--- src/periph_pkg.sv ---
package periph_pkg;

  ////////////////////////////////////////
  // bus widths
  ////////////////////////////////////////

  localparam int ADDR_WIDTH       = 32;
  localparam int DATA_WIDTH       = 32;
  localparam int BE_WIDTH         = DATA_WIDTH / 8;
  localparam int DEV_OFFSET_WIDTH = 12;  // 4 KiB device windows

  ////////////////////////////////////////
  // address map
  ////////////////////////////////////////

  localparam logic [ADDR_WIDTH-1:0] RAM_START       = 32'h0020_0000;
  localparam logic [ADDR_WIDTH-1:0] GPIO_START      = 32'h8000_0000;
  localparam logic [ADDR_WIDTH-1:0] TIMER_START     = 32'h8000_2000;
  localparam logic [ADDR_WIDTH-1:0] DEV_WINDOW_SIZE = 32'd4096;  // gpio and timer

  typedef enum logic [1:0] {
    DEV_RAM   = 2'd0,
    DEV_GPIO  = 2'd1,
    DEV_TIMER = 2'd2,
    DEV_NONE  = 2'd3  // unmapped, answered with an error
  } bus_device_e;

  // gpio registers
  localparam logic [DEV_OFFSET_WIDTH-1:0] GPIO_OUT_OFFSET = 12'h000;
  localparam logic [DEV_OFFSET_WIDTH-1:0] GPIO_IN_OFFSET  = 12'h004;

  // timer registers
  localparam logic [DEV_OFFSET_WIDTH-1:0] TIMER_MTIME_LO = 12'h000;
  localparam logic [DEV_OFFSET_WIDTH-1:0] TIMER_MTIME_HI = 12'h004;
  localparam logic [DEV_OFFSET_WIDTH-1:0] TIMER_CMP_LO   = 12'h008;
  localparam logic [DEV_OFFSET_WIDTH-1:0] TIMER_CMP_HI   = 12'h00C;

  // shared offset bus must cover both the ram and the device windows
  function automatic int offset_bits(int ram_addr_bits);
    return (ram_addr_bits > DEV_OFFSET_WIDTH) ? ram_addr_bits : DEV_OFFSET_WIDTH;
  endfunction

  // replaces the enabled byte lanes of old_data
  function automatic logic [DATA_WIDTH-1:0] be_merge(
    logic [DATA_WIDTH-1:0] old_data,
    logic [DATA_WIDTH-1:0] new_data,
    logic [BE_WIDTH-1:0]   be
  );
    logic [DATA_WIDTH-1:0] merged;
    merged = old_data;
    for (int i = 0; i < BE_WIDTH; i++) begin
      if (be[i]) begin
        merged[i*8 +: 8] = new_data[i*8 +: 8];
      end
    end
    return merged;
  endfunction

endpackage

--- src/gpio_regs.sv ---
`timescale 1ns/1ps

module gpio_regs #(
  parameter int GpiWidth = 8,
  parameter int GpoWidth = 8
) (
  input  logic                                    clk_sys_in,
  input  logic                                    rst_sys_in,
  input  logic                                    req_i,
  input  logic                                    we_i,
  input  logic [periph_pkg::BE_WIDTH-1:0]         be_i,
  input  logic [periph_pkg::DEV_OFFSET_WIDTH-1:0] offset_i,
  input  logic [periph_pkg::DATA_WIDTH-1:0]       wdata_i,
  input  logic [GpiWidth-1:0]                     gp_i,
  output logic [periph_pkg::DATA_WIDTH-1:0]       rdata_o,
  output logic [GpoWidth-1:0]                     gp_o
);
  import periph_pkg::*;

  logic [GpiWidth-1:0]   gpi_meta_q;
  logic [GpiWidth-1:0]   gpi_sync_q;
  logic [GpoWidth-1:0]   gpo_q;
  logic [DATA_WIDTH-1:0] gpo_ext;
  logic [DATA_WIDTH-1:0] gpi_ext;
  logic [DATA_WIDTH-1:0] gpo_merged;

  assign gpo_ext    = DATA_WIDTH'(gpo_q);  // zero extended
  assign gpi_ext    = DATA_WIDTH'(gpi_sync_q);
  assign gpo_merged = be_merge(gpo_ext, wdata_i, be_i);

  always_ff @(posedge clk_sys_in or negedge rst_sys_in) begin
    if (!rst_sys_in) begin
      gpi_meta_q <= '0;
      gpi_sync_q <= '0;
      gpo_q      <= '0;
    end else begin
      gpi_meta_q <= gp_i;  // two stage synchronizer
      gpi_sync_q <= gpi_meta_q;
      if (req_i && we_i && (offset_i == GPIO_OUT_OFFSET)) begin
        gpo_q <= gpo_merged[GpoWidth-1:0];
      end
    end
  end

  always_ff @(posedge clk_sys_in) begin
    if (req_i) begin
      if (we_i) begin
        rdata_o <= '0;  // input register is read only
      end else if (offset_i == GPIO_OUT_OFFSET) begin
        rdata_o <= gpo_ext;
      end else if (offset_i == GPIO_IN_OFFSET) begin
        rdata_o <= gpi_ext;
      end else begin
        rdata_o <= '0;
      end
    end
  end

  assign gp_o = gpo_q;

endmodule

--- config.mk ---
export PLATFORM = sky130hd
export DESIGN_NAME = gpio_regs
export DESIGN_NICKNAME = d
export VERILOG_FILES = /design/src/periph_pkg.sv /design/src/gpio_regs.sv
export SDC_FILE = /design/constraint.sdc
export NUM_CORES = 1
export LEC_CHECK = 0
export ABC_CLOCK_PERIOD_IN_PS = 800
export BUFFER_PORTS_ARGS = -buffer_cell sky130_fd_sc_hd__buf_2
export CAP_MARGIN = 20
export CORE_ASPECT_RATIO = 0.9
export CORE_MARGIN = 3
export CORE_UTILIZATION = 35
export CTS_CLUSTER_SIZE = 16
export DETAILED_ROUTE_END_ITERATION = 10
export GPL_TIMING_DRIVEN = 0
export MAX_ROUTING_LAYER = met4
export PLACE_DENSITY = 0.73
export REMOVE_ABC_BUFFERS = 1
export SETUP_SLACK_MARGIN = 0.5
export SLEW_MARGIN = 10
export SYNTH_ARGS = -nofsm -noshare
export SYNTH_HDL_FRONTEND = slang
export SYNTH_SLANG_ARGS = --single-unit
--- constraint.sdc ---
create_clock -name clk_sys_in -period 0.8 [get_ports clk_sys_in]
set_input_delay 0.08 -clock clk_sys_in [delete_from_list [all_inputs] [get_ports clk_sys_in]]
set_output_delay 0.08 -clock clk_sys_in [all_outputs]
set_load 0.005 [all_outputs]
==> qor.csv <==
stage;metric;value;unit
cells_and_area;post_route_cells_drive_above_1_share;48.3;%
logic_synthesis;syn-mean-instance-area;15.1;µm²
global_routing;gr-total-overflow;0;
critical_path;worst_r2r_path_depth;2;
timing;hold_viol;32;
critical_path;reg2reg_from;gp_o[6];
critical_path;critical_path.max_fanout;8;
clocking;tritoncts;done;
global_routing;pin_count_of_the_biggest_net_entering_global_routing;25;
timing;tns_setup;-2230;ps
floorplanning;core;3500;µm²
placed_design;io_buffer_count;48;
placed_design;dp_cells;178;
clocking;cts.root.buffer_cell;clkbuf_8;
critical_path;crit_path_end_kind;register;
clocking;cts_inserted_buffers;5;
route;vias;758;
outcome;violated_checks;negative hold slack, negative setup slack;
placed_design;placed_cell_area;1520;µm²
cells_and_area;diodes;0;
critical_path;cp_cell_sequence;buf_6 -> nor4_4 -> nand4_4 -> mux2_4;
cells_and_area;layout.cells.most_common_list;buf_2, conb_1, dfrtp_1;
floorplanning;initial_core_util;38.0;%
critical_path;crit_family;simple AND/OR/NAND/NOR gates;
cells_and_area;final_core_utilization;47.8;%
cells_and_area;area_growth_syn_to_layout;25.8;%
global_routing;initial_antenna_violation_count;0;
clocking;worstSkewPairLatency;280;ps
route;drt_pass1_iterations;4;
logic_synthesis;synthesis_stage_register_bit_count;32;
timing;report.final.setup_viol;32;
floorplanning;placement_rows;20;
logic_synthesis;synth_area;1330;µm²
clocking;worst_setup_hold_path_clk_slew;60;ps
timing;grt_setup_unrepaired;yes;
critical_path;crit_arrival;1120;ps
clocking;cts.sinks;32;
route;detail-route-antenna-nets;0;
timing;hold_slack;-245;ps
timing;fin_crit;953;ps
floorplanning;top_level_ports;100;
logic_synthesis;ys_seq_area_share;63.2;%
clocking;ctsLongestPathBuffers;2;
outcome;outcome;finished with violations;
pwr;power_leakage;0.870;nW
critical_path;critical_path.startpoint;offset_i[3];
global_routing;globalRouteTotalUtil;10.7;%
critical_path;worstReg2RegEnd;rdata_o[6];
critical_path;worst-path-buf-inv;1;
critical_path;timing.critical_path.slowest_cell_delay;360;ps
cells_and_area;finish.instance_area;1680;µm²
timing;postLayoutSetupSlackWorst;-153;ps
floorplanning;die-area;4580;µm²
timing;maxSlewViolCount;0;
critical_path;rrSetupSlack;-40;ps
placed_design;gp_routability_congestion;0.786;
pwr;peakVddDrop;0.840;mV
run;max_cap_viol_count;0;
cells_and_area;layout.nets;202;
critical_path;worstSetupPathDepth;4;
placed_design;placement.setup.worst_slack;-543;ps
min_path;timing.hold.worst.class;in2async;
critical_path;worst_ep_required_time;960;ps
route;drt-vias-per-instance;4.05;
route;drt_first_iter_violations;33;
global_routing;first_global_vias;750;
logic_synthesis;yosysWarnings;0;
route;avgRoutedWirePerCell;11.7;µm
floorplanning;die_height;64.5;µm
pwr;power_per_cell_area;2060;nW/µm²
cells_and_area;mostFrequentLayoutCell;buf_2;
floorplanning;die_w;71.0;µm
clocking;cts_h_tree_lvls;2;
route;routed_wl;2.18;mm
timing;layout_worst_path_cycle_share;119;%
critical_path;worst_setup_path_endpoint;gp_o[6];
cells_and_area;finish.cell_count_without_fillers;187;
logic_synthesis;syn_inst;88;
critical_path;cp-start-kind;input port;
logic_synthesis;number_of_distinct_library_cells_after_synthesis;14;
critical_path;crit_path_top_delay_cell;mux2_4;
global_routing;first_pass_grt_wire_length;3.51;mm
critical_path;critical_path_class;in2reg;
timing;max_freq;1050;MHz
route;drc_errors;0;
timing;finalClockSkew;1.58;ps
## routing by layer
layer | vias to the layer above | part of all wire (%) | GRT usage [%]
li1 | 358 | - | -
met3 | 3 | 14 | 6.82
met5 | - | 0 | -
met4 | 0 | 1.6 | 4.93
met2 | 57 | 46 | 15.3
met1 | 340 | 38 | 11.6
## Yosys cell counts
master    instances  area share, %
mux2i_1           8            6.0
mux2_4            2            2.3
conb_1            1           0.28
and4b_1           1           0.75
mux2_2            6            5.1
nand4b_1          1           0.66
buf_4            24             14
dfrtp_1          24             45
edfxtp_1          8             18
nand4_4           1            1.6
nor2_1            8            2.3
nor3_1            1           0.38
nor4_4            2            3.2
buf_6             1           0.85
## sequential cells by signal (all words and copies together), names as in the netlist
| name | count |
|---|---|
| gpi_meta_q | 8 |
| rdata_o | 8 |
| gp_o | 8 |
| gpi_sync_q | 8 |
## what timing repair did
item,4_1_cts,5_1_grt
gates resized for setup,5,2
setup endpoints to repair,40,40
endpoints found under the hold margin,32,32
setup buffers,1,0
cloned,0,0
pin swaps,4,0
## stage by stage
| stage | hold slack [ps] | power, mW |
|---|---|---|
| floorplan | -216 | 1.83 |
| global placement | 62.6 | 1.97 |
| detailed placement | 68.9 | 1.98 |
| CTS | -233 | 3.49 |
| global route | -211 | 3.61 |
| finish | -245 | 3.45 |
## cell type report
class                   instances  area, µm²
repair buffers                 49        279
flip-flops and latches         32        841
fillers                       316       1830
well taps                      44       55.1
multi-input cells              54        390
clock buffers                   5       68.8
clock inverters                 3       41.3
## how the worst min path moves through the flow
stage	start	cells past startpoint	end	slack (ps)
floorplan	rst_sys_in	0	gp_o[0]	-220
global placement	rst_sys_in	1	gp_o[5]	60
detailed placement	rst_sys_in	1	gp_o[5]	70
CTS	rst_sys_in	1	gpi_sync_q[1]	-230
global route	rst_sys_in	1	gpi_sync_q[1]	-210
finish	rst_sys_in	1	gp_o[5]	-250
## logic make-up after synthesis
logic type | count (synthesis) | synth area share (%)
flip-flops | 32 | 63.2
buffers and inverters | 25 | 14.4
other | 1 | 0.282
multiplexers | 16 | 13.3
AND/OR/NAND/NOR | 14 | 8.83
## where the power goes
group | switching, mW | internal [mW] | leakage (nW)
clock | 0.561 | 0.922 | 0.0585
combinational | 0.119 | 0.103 | 0.433
sequential | 0.0132 | 1.73 | 0.379
total | 0.693 | 2.75 | 0.870
Power figures use the tool's default switching activity.
