File: src/periph_pkg.sv
package periph_pkg;

  ////////////////////////////////////////
  // bus widths
  ////////////////////////////////////////

  localparam int ADDR_WIDTH       = 32;
  localparam int DATA_WIDTH       = 32;
  localparam int BE_WIDTH         = DATA_WIDTH / 8;
  localparam int DEV_OFFSET_WIDTH = 12;  // 4 KiB device windows

  ////////////////////////////////////////
  // address map
  ////////////////////////////////////////

  localparam logic [ADDR_WIDTH-1:0] RAM_START       = 32'h0020_0000;
  localparam logic [ADDR_WIDTH-1:0] GPIO_START      = 32'h8000_0000;
  localparam logic [ADDR_WIDTH-1:0] TIMER_START     = 32'h8000_2000;
  localparam logic [ADDR_WIDTH-1:0] DEV_WINDOW_SIZE = 32'd4096;  // gpio and timer

  typedef enum logic [1:0] {
    DEV_RAM   = 2'd0,
    DEV_GPIO  = 2'd1,
    DEV_TIMER = 2'd2,
    DEV_NONE  = 2'd3  // unmapped, answered with an error
  } bus_device_e;

  // gpio registers
  localparam logic [DEV_OFFSET_WIDTH-1:0] GPIO_OUT_OFFSET = 12'h000;
  localparam logic [DEV_OFFSET_WIDTH-1:0] GPIO_IN_OFFSET  = 12'h004;

  // timer registers
  localparam logic [DEV_OFFSET_WIDTH-1:0] TIMER_MTIME_LO = 12'h000;
  localparam logic [DEV_OFFSET_WIDTH-1:0] TIMER_MTIME_HI = 12'h004;
  localparam logic [DEV_OFFSET_WIDTH-1:0] TIMER_CMP_LO   = 12'h008;
  localparam logic [DEV_OFFSET_WIDTH-1:0] TIMER_CMP_HI   = 12'h00C;

  // shared offset bus must cover both the ram and the device windows
  function automatic int offset_bits(int ram_addr_bits);
    return (ram_addr_bits > DEV_OFFSET_WIDTH) ? ram_addr_bits : DEV_OFFSET_WIDTH;
  endfunction

  // replaces the enabled byte lanes of old_data
  function automatic logic [DATA_WIDTH-1:0] be_merge(
    logic [DATA_WIDTH-1:0] old_data,
    logic [DATA_WIDTH-1:0] new_data,
    logic [BE_WIDTH-1:0]   be
  );
    logic [DATA_WIDTH-1:0] merged;
    merged = old_data;
    for (int i = 0; i < BE_WIDTH; i++) begin
      if (be[i]) begin
        merged[i*8 +: 8] = new_data[i*8 +: 8];
      end
    end
    return merged;
  endfunction

endpackage

File: src/machine_timer.sv
`timescale 1ns/1ps

module machine_timer (
  input  logic                                    clk_sys_in,
  input  logic                                    rst_sys_in,
  input  logic                                    req_i,
  input  logic                                    we_i,
  input  logic [periph_pkg::BE_WIDTH-1:0]         be_i,
  input  logic [periph_pkg::DEV_OFFSET_WIDTH-1:0] offset_i,
  input  logic [periph_pkg::DATA_WIDTH-1:0]       wdata_i,
  output logic [periph_pkg::DATA_WIDTH-1:0]       rdata_o,
  output logic                                    timer_irq_o
);
  import periph_pkg::*;

  localparam int TimeWidth = 2 * DATA_WIDTH;  // 64-bit mtime and mtimecmp

  logic [TimeWidth-1:0] mtime_q;
  logic [TimeWidth-1:0] mtime_d;
  logic [TimeWidth-1:0] mtimecmp_q;
  logic [TimeWidth-1:0] mtimecmp_d;
  logic                 irq_q;

  ////////////////////////////////////////
  // counter and compare next state
  ////////////////////////////////////////

  always_comb begin
    mtime_d    = mtime_q + 1'b1;  // free running
    mtimecmp_d = mtimecmp_q;
    if (req_i && we_i) begin
      case (offset_i)
        TIMER_MTIME_LO: begin
          mtime_d = {mtime_q[TimeWidth-1:DATA_WIDTH],
                     be_merge(mtime_q[DATA_WIDTH-1:0], wdata_i, be_i)};
        end
        TIMER_MTIME_HI: begin
          mtime_d = {be_merge(mtime_q[TimeWidth-1:DATA_WIDTH], wdata_i, be_i),
                     mtime_q[DATA_WIDTH-1:0]};
        end
        TIMER_CMP_LO: begin
          mtimecmp_d = {mtimecmp_q[TimeWidth-1:DATA_WIDTH],
                        be_merge(mtimecmp_q[DATA_WIDTH-1:0], wdata_i, be_i)};
        end
        TIMER_CMP_HI: begin
          mtimecmp_d = {be_merge(mtimecmp_q[TimeWidth-1:DATA_WIDTH], wdata_i, be_i),
                        mtimecmp_q[DATA_WIDTH-1:0]};
        end
        default: ;  // unused offsets ignore writes
      endcase
    end
  end

  always_ff @(posedge clk_sys_in or negedge rst_sys_in) begin
    if (!rst_sys_in) begin
      mtime_q    <= '0;
      mtimecmp_q <= '1;  // no interrupt until software sets a compare
      irq_q      <= 1'b0;
    end else begin
      mtime_q    <= mtime_d;
      mtimecmp_q <= mtimecmp_d;
      irq_q      <= (mtime_q >= mtimecmp_q);  // one cycle behind the match
    end
  end

  ////////////////////////////////////////
  // register read
  ////////////////////////////////////////

  always_ff @(posedge clk_sys_in) begin
    if (req_i) begin
      if (we_i) begin
        rdata_o <= '0;
      end else begin
        case (offset_i)
          TIMER_MTIME_LO: rdata_o <= mtime_q[DATA_WIDTH-1:0];
          TIMER_MTIME_HI: rdata_o <= mtime_q[TimeWidth-1:DATA_WIDTH];
          TIMER_CMP_LO:   rdata_o <= mtimecmp_q[DATA_WIDTH-1:0];
          TIMER_CMP_HI:   rdata_o <= mtimecmp_q[TimeWidth-1:DATA_WIDTH];
          default:        rdata_o <= '0;
        endcase
      end
    end
  end

  assign timer_irq_o = irq_q;

endmodule

File: config.mk
export PLATFORM = sky130hd
export DESIGN_NAME = machine_timer
export DESIGN_NICKNAME = d
export VERILOG_FILES = /design/src/periph_pkg.sv /design/src/machine_timer.sv
export SDC_FILE = /design/constraint.sdc
export NUM_CORES = 1
export LEC_CHECK = 0
export ABC_AREA = 1
export BUFFER_PORTS_ARGS = -buffer_cell sky130_fd_sc_hd__buf_4
export CAP_MARGIN = 20
export CELL_PAD_IN_SITES_DETAIL_PLACEMENT = 1
export CELL_PAD_IN_SITES_GLOBAL_PLACEMENT = 2
export CORE_MARGIN = 2
export CORE_UTILIZATION = 32
export CTS_BUF_LIST = sky130_fd_sc_hd__clkbuf_2
export DETAILED_ROUTE_END_ITERATION = 8
export HOLD_SLACK_MARGIN = 0.06
export PLACE_DENSITY_LB_ADDON = 0.1
export REMOVE_ABC_BUFFERS = 1
export SYNTH_ARGS = -nofsm -noshare
export SYNTH_HDL_FRONTEND = slang
export SYNTH_SLANG_ARGS = --single-unit
File: constraint.sdc
create_clock -name clk_sys_in -period 1.6 [get_ports clk_sys_in]
set_input_delay 0.08 -clock clk_sys_in [delete_from_list [all_inputs] [get_ports clk_sys_in]]
set_output_delay 0.08 -clock clk_sys_in [all_outputs]
set_load 0.02 [all_outputs]
==> results by group <==
Hold path
  • Hold path start: we_i
  • Worst Hold Class: primary input to flip-flop

Synthesis
  • Seq/Total Area, Yosys: 37.40%
  • Yosys reg bits: approximately 160
  • Ys async rst share: between 80 and 90%
  • Cell count after synthesis: 1672
  • Synth cell types: 38
  • Mapped Area: 11420 um^2
  • Ys Warns: 0
  • Avg Synthesized Cell Area: 6.828 um^2
  • Top flip-flop cell by instance count after synthesis: dfrtp_1
  • EDFF count, synth: 32

Timing
  • Slew @ Worst Pin: 0.6583 ns
  • RSZ-0062 raised after global routing: yes
  • Final worst slack: -0.3738 ns
  • Slew Limit Fails: 0
  • Clock skew: approximately 0.044 ns
  • Max Fclk: 506.6 MHz
  • Final period util: 123.4%
  • Final setup fails: 70
  • WHS: between 0.02 and 0.03 ns
  • Max-slew headroom: 55.65%
  • Fin crit period: 1.974 ns
  • Final hold violations: 0

Global routing
  • Largest net degree at the start of global routing: 43
  • Global-route wire length before repair: 87.33 mm
  • Grt ovf: 0
  • Initial antenna violation count: 1
  • GRT Overall Usage: between 30% and 40%
  • Vias in the first global route: approximately 15000

Routing
  • Routed Antenna Nets: 0
  • Mean routed wirelength per cell: 22.05 um
  • Remaining DRCs: 0
  • Total Wirelength: 60.18 mm
  • Routed vias/inst: 5.154
  • Detailed Routing Iterations Pass 1: 5
  • Routed vias: 14071
  • Detailed Route Iter0 Violations: 811

Status
  • Failing checks: setup timing
  • Outcome: finished, violations left

Critical path
  • Setup Crit Path Kind: flip-flop to flip-flop
  • WP data arrival: ~2.8 ns
  • Largest delay share family, worst path: simple AND/OR/NAND/NOR gates
  • WP data required: 2.38 ns
  • Worst Path Buf+Inv: 1
  • CP Launch Point: mtimecmp_q[11]$_DFFE_PN1P_
  • Most frequent CP cell: nand2_1
  • CP max-delay cell: dfstp_2
  • Worst setup EP type: flip-flop
  • CP Launch Type: flip-flop
  • CP Cell Sequence: inv_1 > ha_1 > nand2_1 > nor3_4 > nand2_1 > nand2_2 > nand2_1 > nand2_1 > nand2_1 > nand2_1
  • Worst r2r src: mtimecmp_q[11]$_DFFE_PN1P_
  • Slowest stage delay, CP: between 0.5 and 0.6 ns
  • Max FO, Critical Path: 2

Cells and area
  • Commonest non-fill, non-tap cell in the layout: buf_4
  • Layout cells sized above 1: 44.35%
  • Non-Filler Instances: around 2700
  • Syn-to-layout area delta: 71.11%
  • Commonest non-fill, non-tap cells in the layout: buf_4, nand2_1, inv_1
  • Fin nets: ~2400

Floorplanning
  • Die height: around 190 um
  • I/O Pins: 85
  • Die area: 37200 um^2
  • Core area: between 30000 and 40000 um^2
  • Initial Util: 32.33%
  • Rows: 69
  • Chip Width: 192.9 um

Clock network
  • CTS sink cnt: approximately 160
  • H-tree levels: 4
  • Worst skew pair latency: approximately 0.86 ns
  • CTS max path bufs: 2
  • Worst-path clk slew: 0.28 ns
  • CTS Buf Count: 17
  • Clock root buffer: clkbuf_2
  • CTS tree: built

Placement
  • Routability cong.: 0.9473
  • Port Buffers: 84
  • Post-Place Worst Slack: -0.5637 ns
  • Hpwl dp: 43.30 mm
  • Inst Count DP: 2511

Power
  • Leakage: 0.008938 uW
  • Power Total: a little over 9000 uW
  • Cell area power density: 475.4 nW/um^2
  • Worst vdd ir: 0.4399 mV

Flow run
  • Max-capacitance violation count: 0
-- report_power, final --
group          internal [uW]  total (uW)  switching (uW)  leakage (uW)
combinational           1130        2290            1160       0.00693
sequential              4320        4450             132       0.00186
clock                    882        2550            1670      0.000145
total                   6320        9290            2960       0.00894
-- layer usage --
| layer | vias up | GRT usage [%] | share of wire (%) |
|---|---|---|---|
| li1 | 6606 | - | - |
| met1 | 7031 | 40.71 | 43 |
| met2 | 337 | 55.10 | 50 |
| met3 | 97 | 4.237 | 4.3 |
| met4 | 0 | 11.89 | 3.1 |
| met5 | - | 0 | 0 |
-- tightest hold or removal path: stages --
cell and delay [ns]:
buf_4 0.12, nand2_2 0.13, buf_4 0.18, nor2_1 0.07, nand2_2 0.12, buf_12 0.14, o21ai_0 0.08
-- repair_timing --
item / CTS / global route
hold endpoints to repair: 321 / 37
gates resized for setup: 366 / 300
hold buffers: 116 / 2
pin swaps: 100 / 147
buffers inserted: 49 / 44
setup endpoints to repair: 83 / 114
-- cell families after synthesis --
| kind of cell | synth area share [%] |
|---|---|
| xor gates and xnor gates | 1.151 |
| muxes | 0.1973 |
| AOI/OAI and AO/OA | 14.24 |
| and+or+nand+nor | 29.89 |
| adders and majority gates | 7.124 |
| buffers and inverters | 10.01 |
| DFF | 37.40 |
-- synthesized netlist by cell type, types with 3 or more instances --
master | count | area (um^2)
dfrtp_1 | 65 | 1627
xor2_1 | 12 | 105.1
nor2_1 | 328 | 1231
inv_1 | 246 | 923.4
o22ai_1 | 56 | 350.3
nand3_1 | 93 | 465.5
edfxtp_1 | 32 | 960.9
inv_2 | 4 | 15.01
clkbuf_1 | 28 | 105.1
o21ai_0 | 108 | 540.5
nand4_1 | 17 | 106.4
buf_1 | 4 | 15.01
xnor2_1 | 3 | 26.28
nor3_1 | 37 | 185.2
a21oi_1 | 82 | 410.4
a22oi_1 | 24 | 180.2
a31oi_1 | 14 | 87.58
buf_2 | 13 | 65.06
nand2_1 | 355 | 1333
dfstp_2 | 64 | 1682
ha_1 | 65 | 813.3
-- final timing paths --
| path | depth (start not counted) | slack, ns | to |
|---|---|---|---|
| setup / recovery | 10 | -0.37 | timer_irq_o$_DFF_PN0_ |
| hold / removal | 7 | 0.03 | mtimecmp_q[41]$_DFFE_PN1P_ |
| setup reg to reg | 10 | -0.37 | timer_irq_o$_DFF_PN0_ |
| hold reg to reg | 2 | 0.50 | mtimecmp_q[61]$_DFFE_PN1P_ |
| max in group asynchronous | 5 | 0.72 | mtimecmp_q[60]$_DFFE_PN1P_ |
| min in group asynchronous | 4 | 0.26 | mtime_q[16]$_DFFE_PN0P_ |
-- layout make-up --
cell class	instances	area [um^2]
clock inverters	11	138.9
fillers	4330	15780
inverters	250	948.4
well taps	461	576.8
flip-flops and latches	161	4299
clock buffers	21	105.1
repair buffers	609	5527
diodes	3	7.507
multi-input cells	1214	7931
-- per-stage QoR --
stage	utilization, %	instance area [um^2]	TNS [ns]
after floorplan	-	11210	-231.65
after global placement	43.01	15190	-15.90
after detailed placement	43.01	15190	-19.67
after CTS	51.60	18220	-10.20
after global routing	55.31	19530	-20.74
final	55.32	19530	-14.39
-- state kept, by name, indices dropped and copies added (netlist names) --
| signal | cells |
|---|---|
| mtime_q | 64 |
| mtimecmp_q | 64 |
| rdata_o | 32 |
| timer_irq_o | 1 |
(Power assumes the default switching activity.)
