<file path="src/periph_pkg.sv">
package periph_pkg;

  ////////////////////////////////////////
  // bus widths
  ////////////////////////////////////////

  localparam int ADDR_WIDTH       = 32;
  localparam int DATA_WIDTH       = 32;
  localparam int BE_WIDTH         = DATA_WIDTH / 8;
  localparam int DEV_OFFSET_WIDTH = 12;  // 4 KiB device windows

  ////////////////////////////////////////
  // address map
  ////////////////////////////////////////

  localparam logic [ADDR_WIDTH-1:0] RAM_START       = 32'h0020_0000;
  localparam logic [ADDR_WIDTH-1:0] GPIO_START      = 32'h8000_0000;
  localparam logic [ADDR_WIDTH-1:0] TIMER_START     = 32'h8000_2000;
  localparam logic [ADDR_WIDTH-1:0] DEV_WINDOW_SIZE = 32'd4096;  // gpio and timer

  typedef enum logic [1:0] {
    DEV_RAM   = 2'd0,
    DEV_GPIO  = 2'd1,
    DEV_TIMER = 2'd2,
    DEV_NONE  = 2'd3  // unmapped, answered with an error
  } bus_device_e;

  // gpio registers
  localparam logic [DEV_OFFSET_WIDTH-1:0] GPIO_OUT_OFFSET = 12'h000;
  localparam logic [DEV_OFFSET_WIDTH-1:0] GPIO_IN_OFFSET  = 12'h004;

  // timer registers
  localparam logic [DEV_OFFSET_WIDTH-1:0] TIMER_MTIME_LO = 12'h000;
  localparam logic [DEV_OFFSET_WIDTH-1:0] TIMER_MTIME_HI = 12'h004;
  localparam logic [DEV_OFFSET_WIDTH-1:0] TIMER_CMP_LO   = 12'h008;
  localparam logic [DEV_OFFSET_WIDTH-1:0] TIMER_CMP_HI   = 12'h00C;

  // shared offset bus must cover both the ram and the device windows
  function automatic int offset_bits(int ram_addr_bits);
    return (ram_addr_bits > DEV_OFFSET_WIDTH) ? ram_addr_bits : DEV_OFFSET_WIDTH;
  endfunction

  // replaces the enabled byte lanes of old_data
  function automatic logic [DATA_WIDTH-1:0] be_merge(
    logic [DATA_WIDTH-1:0] old_data,
    logic [DATA_WIDTH-1:0] new_data,
    logic [BE_WIDTH-1:0]   be
  );
    logic [DATA_WIDTH-1:0] merged;
    merged = old_data;
    for (int i = 0; i < BE_WIDTH; i++) begin
      if (be[i]) begin
        merged[i*8 +: 8] = new_data[i*8 +: 8];
      end
    end
    return merged;
  endfunction

endpackage

</file>
<file path="src/bus_decoder.sv">
`timescale 1ns/1ps

module bus_decoder #(
  parameter int RamAddrBits = 12
) (
  input  logic                                         clk_sys_in,
  input  logic                                         rst_sys_in,
  // host side
  input  logic                                         host_req_i,
  input  logic                                         host_we_i,
  input  logic [periph_pkg::BE_WIDTH-1:0]              host_be_i,
  input  logic [periph_pkg::ADDR_WIDTH-1:0]            host_addr_i,
  input  logic [periph_pkg::DATA_WIDTH-1:0]            host_wdata_i,
  output logic                                         host_rvalid_o,
  output logic [periph_pkg::DATA_WIDTH-1:0]            host_rdata_o,
  output logic                                         host_err_o,
  // device side
  output logic                                         ram_req_o,
  output logic                                         gpio_req_o,
  output logic                                         timer_req_o,
  output logic                                         dev_we_o,
  output logic [periph_pkg::BE_WIDTH-1:0]              dev_be_o,
  output logic [periph_pkg::offset_bits(RamAddrBits)-1:0] dev_offset_o,
  output logic [periph_pkg::DATA_WIDTH-1:0]            dev_wdata_o,
  input  logic [periph_pkg::DATA_WIDTH-1:0]            ram_rdata_i,
  input  logic [periph_pkg::DATA_WIDTH-1:0]            gpio_rdata_i,
  input  logic [periph_pkg::DATA_WIDTH-1:0]            timer_rdata_i
);
  import periph_pkg::*;

  localparam logic [ADDR_WIDTH-1:0] RamSize = 1 << RamAddrBits;
  localparam int OffsetBits = offset_bits(RamAddrBits);

  bus_device_e dev_sel;
  bus_device_e rsp_dev_q;
  logic        rsp_valid_q;
  logic        ram_hit;
  logic        gpio_hit;
  logic        timer_hit;

  ////////////////////////////////////////
  // request decode
  ////////////////////////////////////////

  assign ram_hit   = (host_addr_i >= RAM_START) && (host_addr_i <= RAM_START + RamSize - 1);
  assign gpio_hit  = (host_addr_i >= GPIO_START)
                  && (host_addr_i <= GPIO_START + DEV_WINDOW_SIZE - 1);
  assign timer_hit = (host_addr_i >= TIMER_START)
                  && (host_addr_i <= TIMER_START + DEV_WINDOW_SIZE - 1);

  always_comb begin
    if (ram_hit) begin
      dev_sel = DEV_RAM;
    end else if (gpio_hit) begin
      dev_sel = DEV_GPIO;
    end else if (timer_hit) begin
      dev_sel = DEV_TIMER;
    end else begin
      dev_sel = DEV_NONE;
    end
  end

  assign ram_req_o   = host_req_i && (dev_sel == DEV_RAM);
  assign gpio_req_o  = host_req_i && (dev_sel == DEV_GPIO);
  assign timer_req_o = host_req_i && (dev_sel == DEV_TIMER);

  assign dev_we_o     = host_we_i;
  assign dev_be_o     = host_be_i;
  assign dev_offset_o = host_addr_i[OffsetBits-1:0];  // bases are window aligned
  assign dev_wdata_o  = host_wdata_i;

  ////////////////////////////////////////
  // response path
  ////////////////////////////////////////

  always_ff @(posedge clk_sys_in or negedge rst_sys_in) begin
    if (!rst_sys_in) begin
      rsp_valid_q <= 1'b0;
      rsp_dev_q   <= DEV_NONE;
    end else begin
      rsp_valid_q <= host_req_i;  // every request answers next cycle
      if (host_req_i) begin
        rsp_dev_q <= dev_sel;
      end
    end
  end

  always_comb begin
    host_rdata_o = '0;
    if (rsp_valid_q) begin
      case (rsp_dev_q)
        DEV_RAM:   host_rdata_o = ram_rdata_i;
        DEV_GPIO:  host_rdata_o = gpio_rdata_i;
        DEV_TIMER: host_rdata_o = timer_rdata_i;
        default:   host_rdata_o = '0;  // error carries no data
      endcase
    end
  end

  assign host_rvalid_o = rsp_valid_q;
  assign host_err_o    = rsp_valid_q && (rsp_dev_q == DEV_NONE);

  a_dev_onehot: assert property (@(posedge clk_sys_in) disable iff (!rst_sys_in)
    $onehot0({ram_req_o, gpio_req_o, timer_req_o}));

  a_err_valid: assert property (@(posedge clk_sys_in) disable iff (!rst_sys_in)
    host_err_o |-> host_rvalid_o);

endmodule

</file>
<file path="config.mk">
export PLATFORM = sky130hd
export DESIGN_NAME = bus_decoder
export DESIGN_NICKNAME = d
export VERILOG_FILES = /design/src/periph_pkg.sv /design/src/bus_decoder.sv
export SDC_FILE = /design/constraint.sdc
export NUM_CORES = 1
export LEC_CHECK = 0
export ABC_AREA = 1
export BUFFER_PORTS_ARGS = -buffer_cell sky130_fd_sc_hd__clkbuf_2
export CORE_AREA = 10 10 91 93
export DETAILED_ROUTE_END_ITERATION = 6
export DIE_AREA = 0 0 101 103
export PLACE_DENSITY = 0.68
export RECOVER_POWER = 25
export SYNTH_ARGS = -nofsm -noshare
export SYNTH_HDL_FRONTEND = slang
export SYNTH_SLANG_ARGS = --single-unit
export TNS_END_PERCENT = 20
</file>
<file path="constraint.sdc">
create_clock -name clk_sys_in -period 2.29 [get_ports clk_sys_in]
set_input_delay 0.1145 -clock clk_sys_in [delete_from_list [all_inputs] [get_ports clk_sys_in]]
set_output_delay 0.1145 -clock clk_sys_in [all_outputs]
set_load 0.03 [all_outputs]
</file>
==> results by group <==
Critical path
  – Crit end category: primary output
  – CP startpoint kind: flop
  – Worst endpoint required time: 2.18 ns
  – CP Max Fanout: 32
  – Arrival time worst endpoint: approximately 2.0 ns
  – Reg-to-Reg Start: rsp_dev_q[1]
  – Worst-path cell chain: inv_2 > or2_1 > inv_2 > nand2_1 > nand3_1 > nand2_1 > inv_1 > clkbuf_2
  – Crit Path Class: reg -> out
  – R2R Setup Slk: between 1.5 and 2 ns
  – CP max stage delay: about 0.55 ns
  – Crit path buffers/inverters: 4
  – CP max-delay cell: dfstp_2
  – Reg2reg end: rsp_dev_q[1]
  – Top Family by Delay on Critical Path: buffers and inverters
  – Worst Reg-to-Reg Cells: 2

STA
  – Fmax: 0.476 GHz
  – Tmin final: 2.10 ns
  – Slew HR: 56.4%
  – Final Hold Violating Endpoints: 0
  – Final setup fails: 0
  – Tcrit/Tclk final: 91.7%
  – Measured slew at the worst slew-check pin: around 0.65 ns
  – Setup repair after global routing missed its margin: false
  – Worst hold slack: 0.0530 ns
  – Slew Viols, Final: 0
  – Worst clock skew: 0 ns
  – Final setup TNS: 0 ns

Power and ir drop
  – VDD IR max: between 0.2 and 0.3 mV
  – Sw power: 0.279 mW
  – Sw Share: 45.6%
  – Reg power frac: 11.0%
  – Clk pwr share: 25.1%
  – Int Pwr: 0.332 mW
  – Comb pwr share: 63.9%
  – Cell Pwr Density: 306 nW/µm²
  – P_leak: 1.45 nW

Clock network
  – Clock latency on the worst-skew pair: between 0.2 and 0.25 ns
  – Clock Root Buffer: clkbuf_8
  – H-tree Lvls: 1
  – Clock transition at path regs: ~0.030 ns
  – CTS tree: yes
  – Num CTS Buffers: 3
  – Clock Tree Buf Depth: 2
  – # Post-CTS Setup Buffers: 0
  – CTS Sinks: 3

GRT
  – First-pass GRT wire length: 9760 µm
  – Largest net degree at the start of global routing: 33
  – GR Overflow Total: 0
  – Total Routing Usage GR: 11.5%
  – Initial antenna violation count: 0
  – Vias in the first global route: 2135

Synth
  – Post-synth top area share: 36.5%
  – Post-Synthesis Cells: around 310
  – Mapped Nets: 473
  – Largest cells by area after synthesis: nand2_1, buf_4, nand3_1
  – Syn_area_per_cell: 4.86 µm²
  – Post-synthesis sequential area ratio: approximately 5.2%
  – Dominant cell type by area after synthesis: nand2_1
  – #FFs+latches synth: 3
  – Unique masters post-synth: 16
  – Number of synthesis warnings: 0
  – Cell area after synthesis: 1480 µm²

Route
  – Router iterations before antenna repair: 4
  – Drt total wl: 6470 µm
  – DR vias/cell: 4.32
  – DRC: 0
  – ANT nets after route: 0
  – Total vias in the final route: 2105
  – Post-DR wirelength/cell: 13.3 µm
  – Initial DRC Count: 29

Worst hold path
  – Hold path endpoint: host_rvalid_o
  – Hold Path Origin: host_req_i
  – Hold path cells: 1
  – Worst hold-check path type: in -> reg

Finish
  – Share of layout cells above drive strength 1: 41.0%
  – Antenna cells: 0
  – Most frequent cells in the layout: clkbuf_2, nand2_1, inv_1
  – Most common library cell in the layout ignoring fill and taps: clkbuf_2
  – Fin nets: approximately 580
  – Final Cell Area: 1990 µm²
  – Synth-to-layout area growth: 34.5%

Flow run
  – Maxcap violations: 0

Run status
  – Status: finished, final reports clean

Floorplan
  – I/O pin cnt: about 250
  – Die Y-Extent: 103 µm
  – Initial cell density of the core: 22.6%
  – Die width: 101 µm
  – Core area: about 6600 µm²
  – Die area: 10400 µm²
  – # rows: 30

Placed design
  – Placed Area: around 1900 µm²
  – Buffers on Ports: 155
  – RePlAce Congestion: 0.771
  – Detailed placement HPWL: 5580 µm
-- cells by family (layout without fill, tap and decap cells) --
group | Yosys count | count (layout) | share of synthesized area (%)
buffers and inverters | 103 | 205 | 40.8
DFF | 3 | 3 | 5.23
and+or+nand+nor | 199 | 199 | 54.0
-- cells in the mapped netlist --
library cell and count:
nand2_1 144, clkbuf_1 1, nor3_1 1, nor4_1 1
buf_6 3, nand3_1 34, nor2_1 16, buf_2 9
inv_1 39, and3_1 1, buf_4 49, or2_1 1
dfrtp_1 1, or2_2 1, dfstp_2 2, inv_2 2
-- power by group through the flow --
| stage | Combinational (mW) | Clock [mW] | Sequential [mW] |
|---|---|---|---|
| floorplan | 0.391 | 0 | 0.0641 |
| global placement | 0.388 | 0 | 0.0678 |
| detailed placement | 0.395 | 0 | 0.0680 |
| CTS | 0.398 | 0.156 | 0.0676 |
| global route | 0.438 | 0.159 | 0.0689 |
| finish | 0.390 | 0.153 | 0.0674 |
-- final cells by class --
class                   instances  area, µm²
repair buffers                160        815
inverters                      41        154
flip-flops and latches          3       77.6
multi-input cells             199        803
clock buffers                   4       45.0
fillers                       769       4570
well taps                      80        100
-- routing by layer --
| metal | vias to the layer above | wire (µm) | GRT usage [%] | share of wire [%] |
|---|---|---|---|---|
| met5 | - | 0 | 0 | 0 |
| met2 | 163 | 2800 | 18.9 | 43 |
| li1 | 1058 | - | - | - |
| met1 | 860 | 2250 | 10.8 | 35 |
| met4 | 0 | 219 | 5.14 | 3.4 |
| met3 | 24 | 1200 | 8.11 | 19 |
-- sequential cells by signal, indices dropped and copies added, names as in the netlist --
name           cells
rsp_dev_q          2
host_rvalid_o      1
-- per-stage QoR --
step | util, % | power (mW) | setup WS [ns] | std cells
3_5_place_dp | 29.5 | 0.463 | 0.383 | 482
4_1_cts | 30.4 | 0.621 | 0.150 | 487
3_3_place_gp | 29.5 | 0.455 | 0.428 | 482
2_1_floorplan | - | 0.455 | 0.847 | 305
6_report | 30.4 | 0.611 | 0.190 | 487
5_1_grt | 30.4 | 0.666 | 0.0121 | 487
-- worst max path at each step --
stage | start | to | slack [ns] | cells after the start
floorplan | rsp_dev_q[0] | host_rdata_o[10] | 0.85 | 8
global route | rsp_dev_q[0] | host_rdata_o[31] | 0.01 | 8
CTS | rsp_dev_q[0] | host_rdata_o[31] | 0.15 | 8
detailed placement | rsp_dev_q[0] | host_rdata_o[31] | 0.38 | 8
finish | rsp_dev_q[0] | host_rdata_o[4] | 0.19 | 8
global placement | rsp_dev_q[0] | host_rdata_o[26] | 0.43 | 7
-- what timing repair did --
action | in CTS | in global routing
resized for setup | 0 | 0
endpoints found under the hold margin | 3 | 0
hold buffers | 1 | 0
Power figures use the tool's default switching activity.
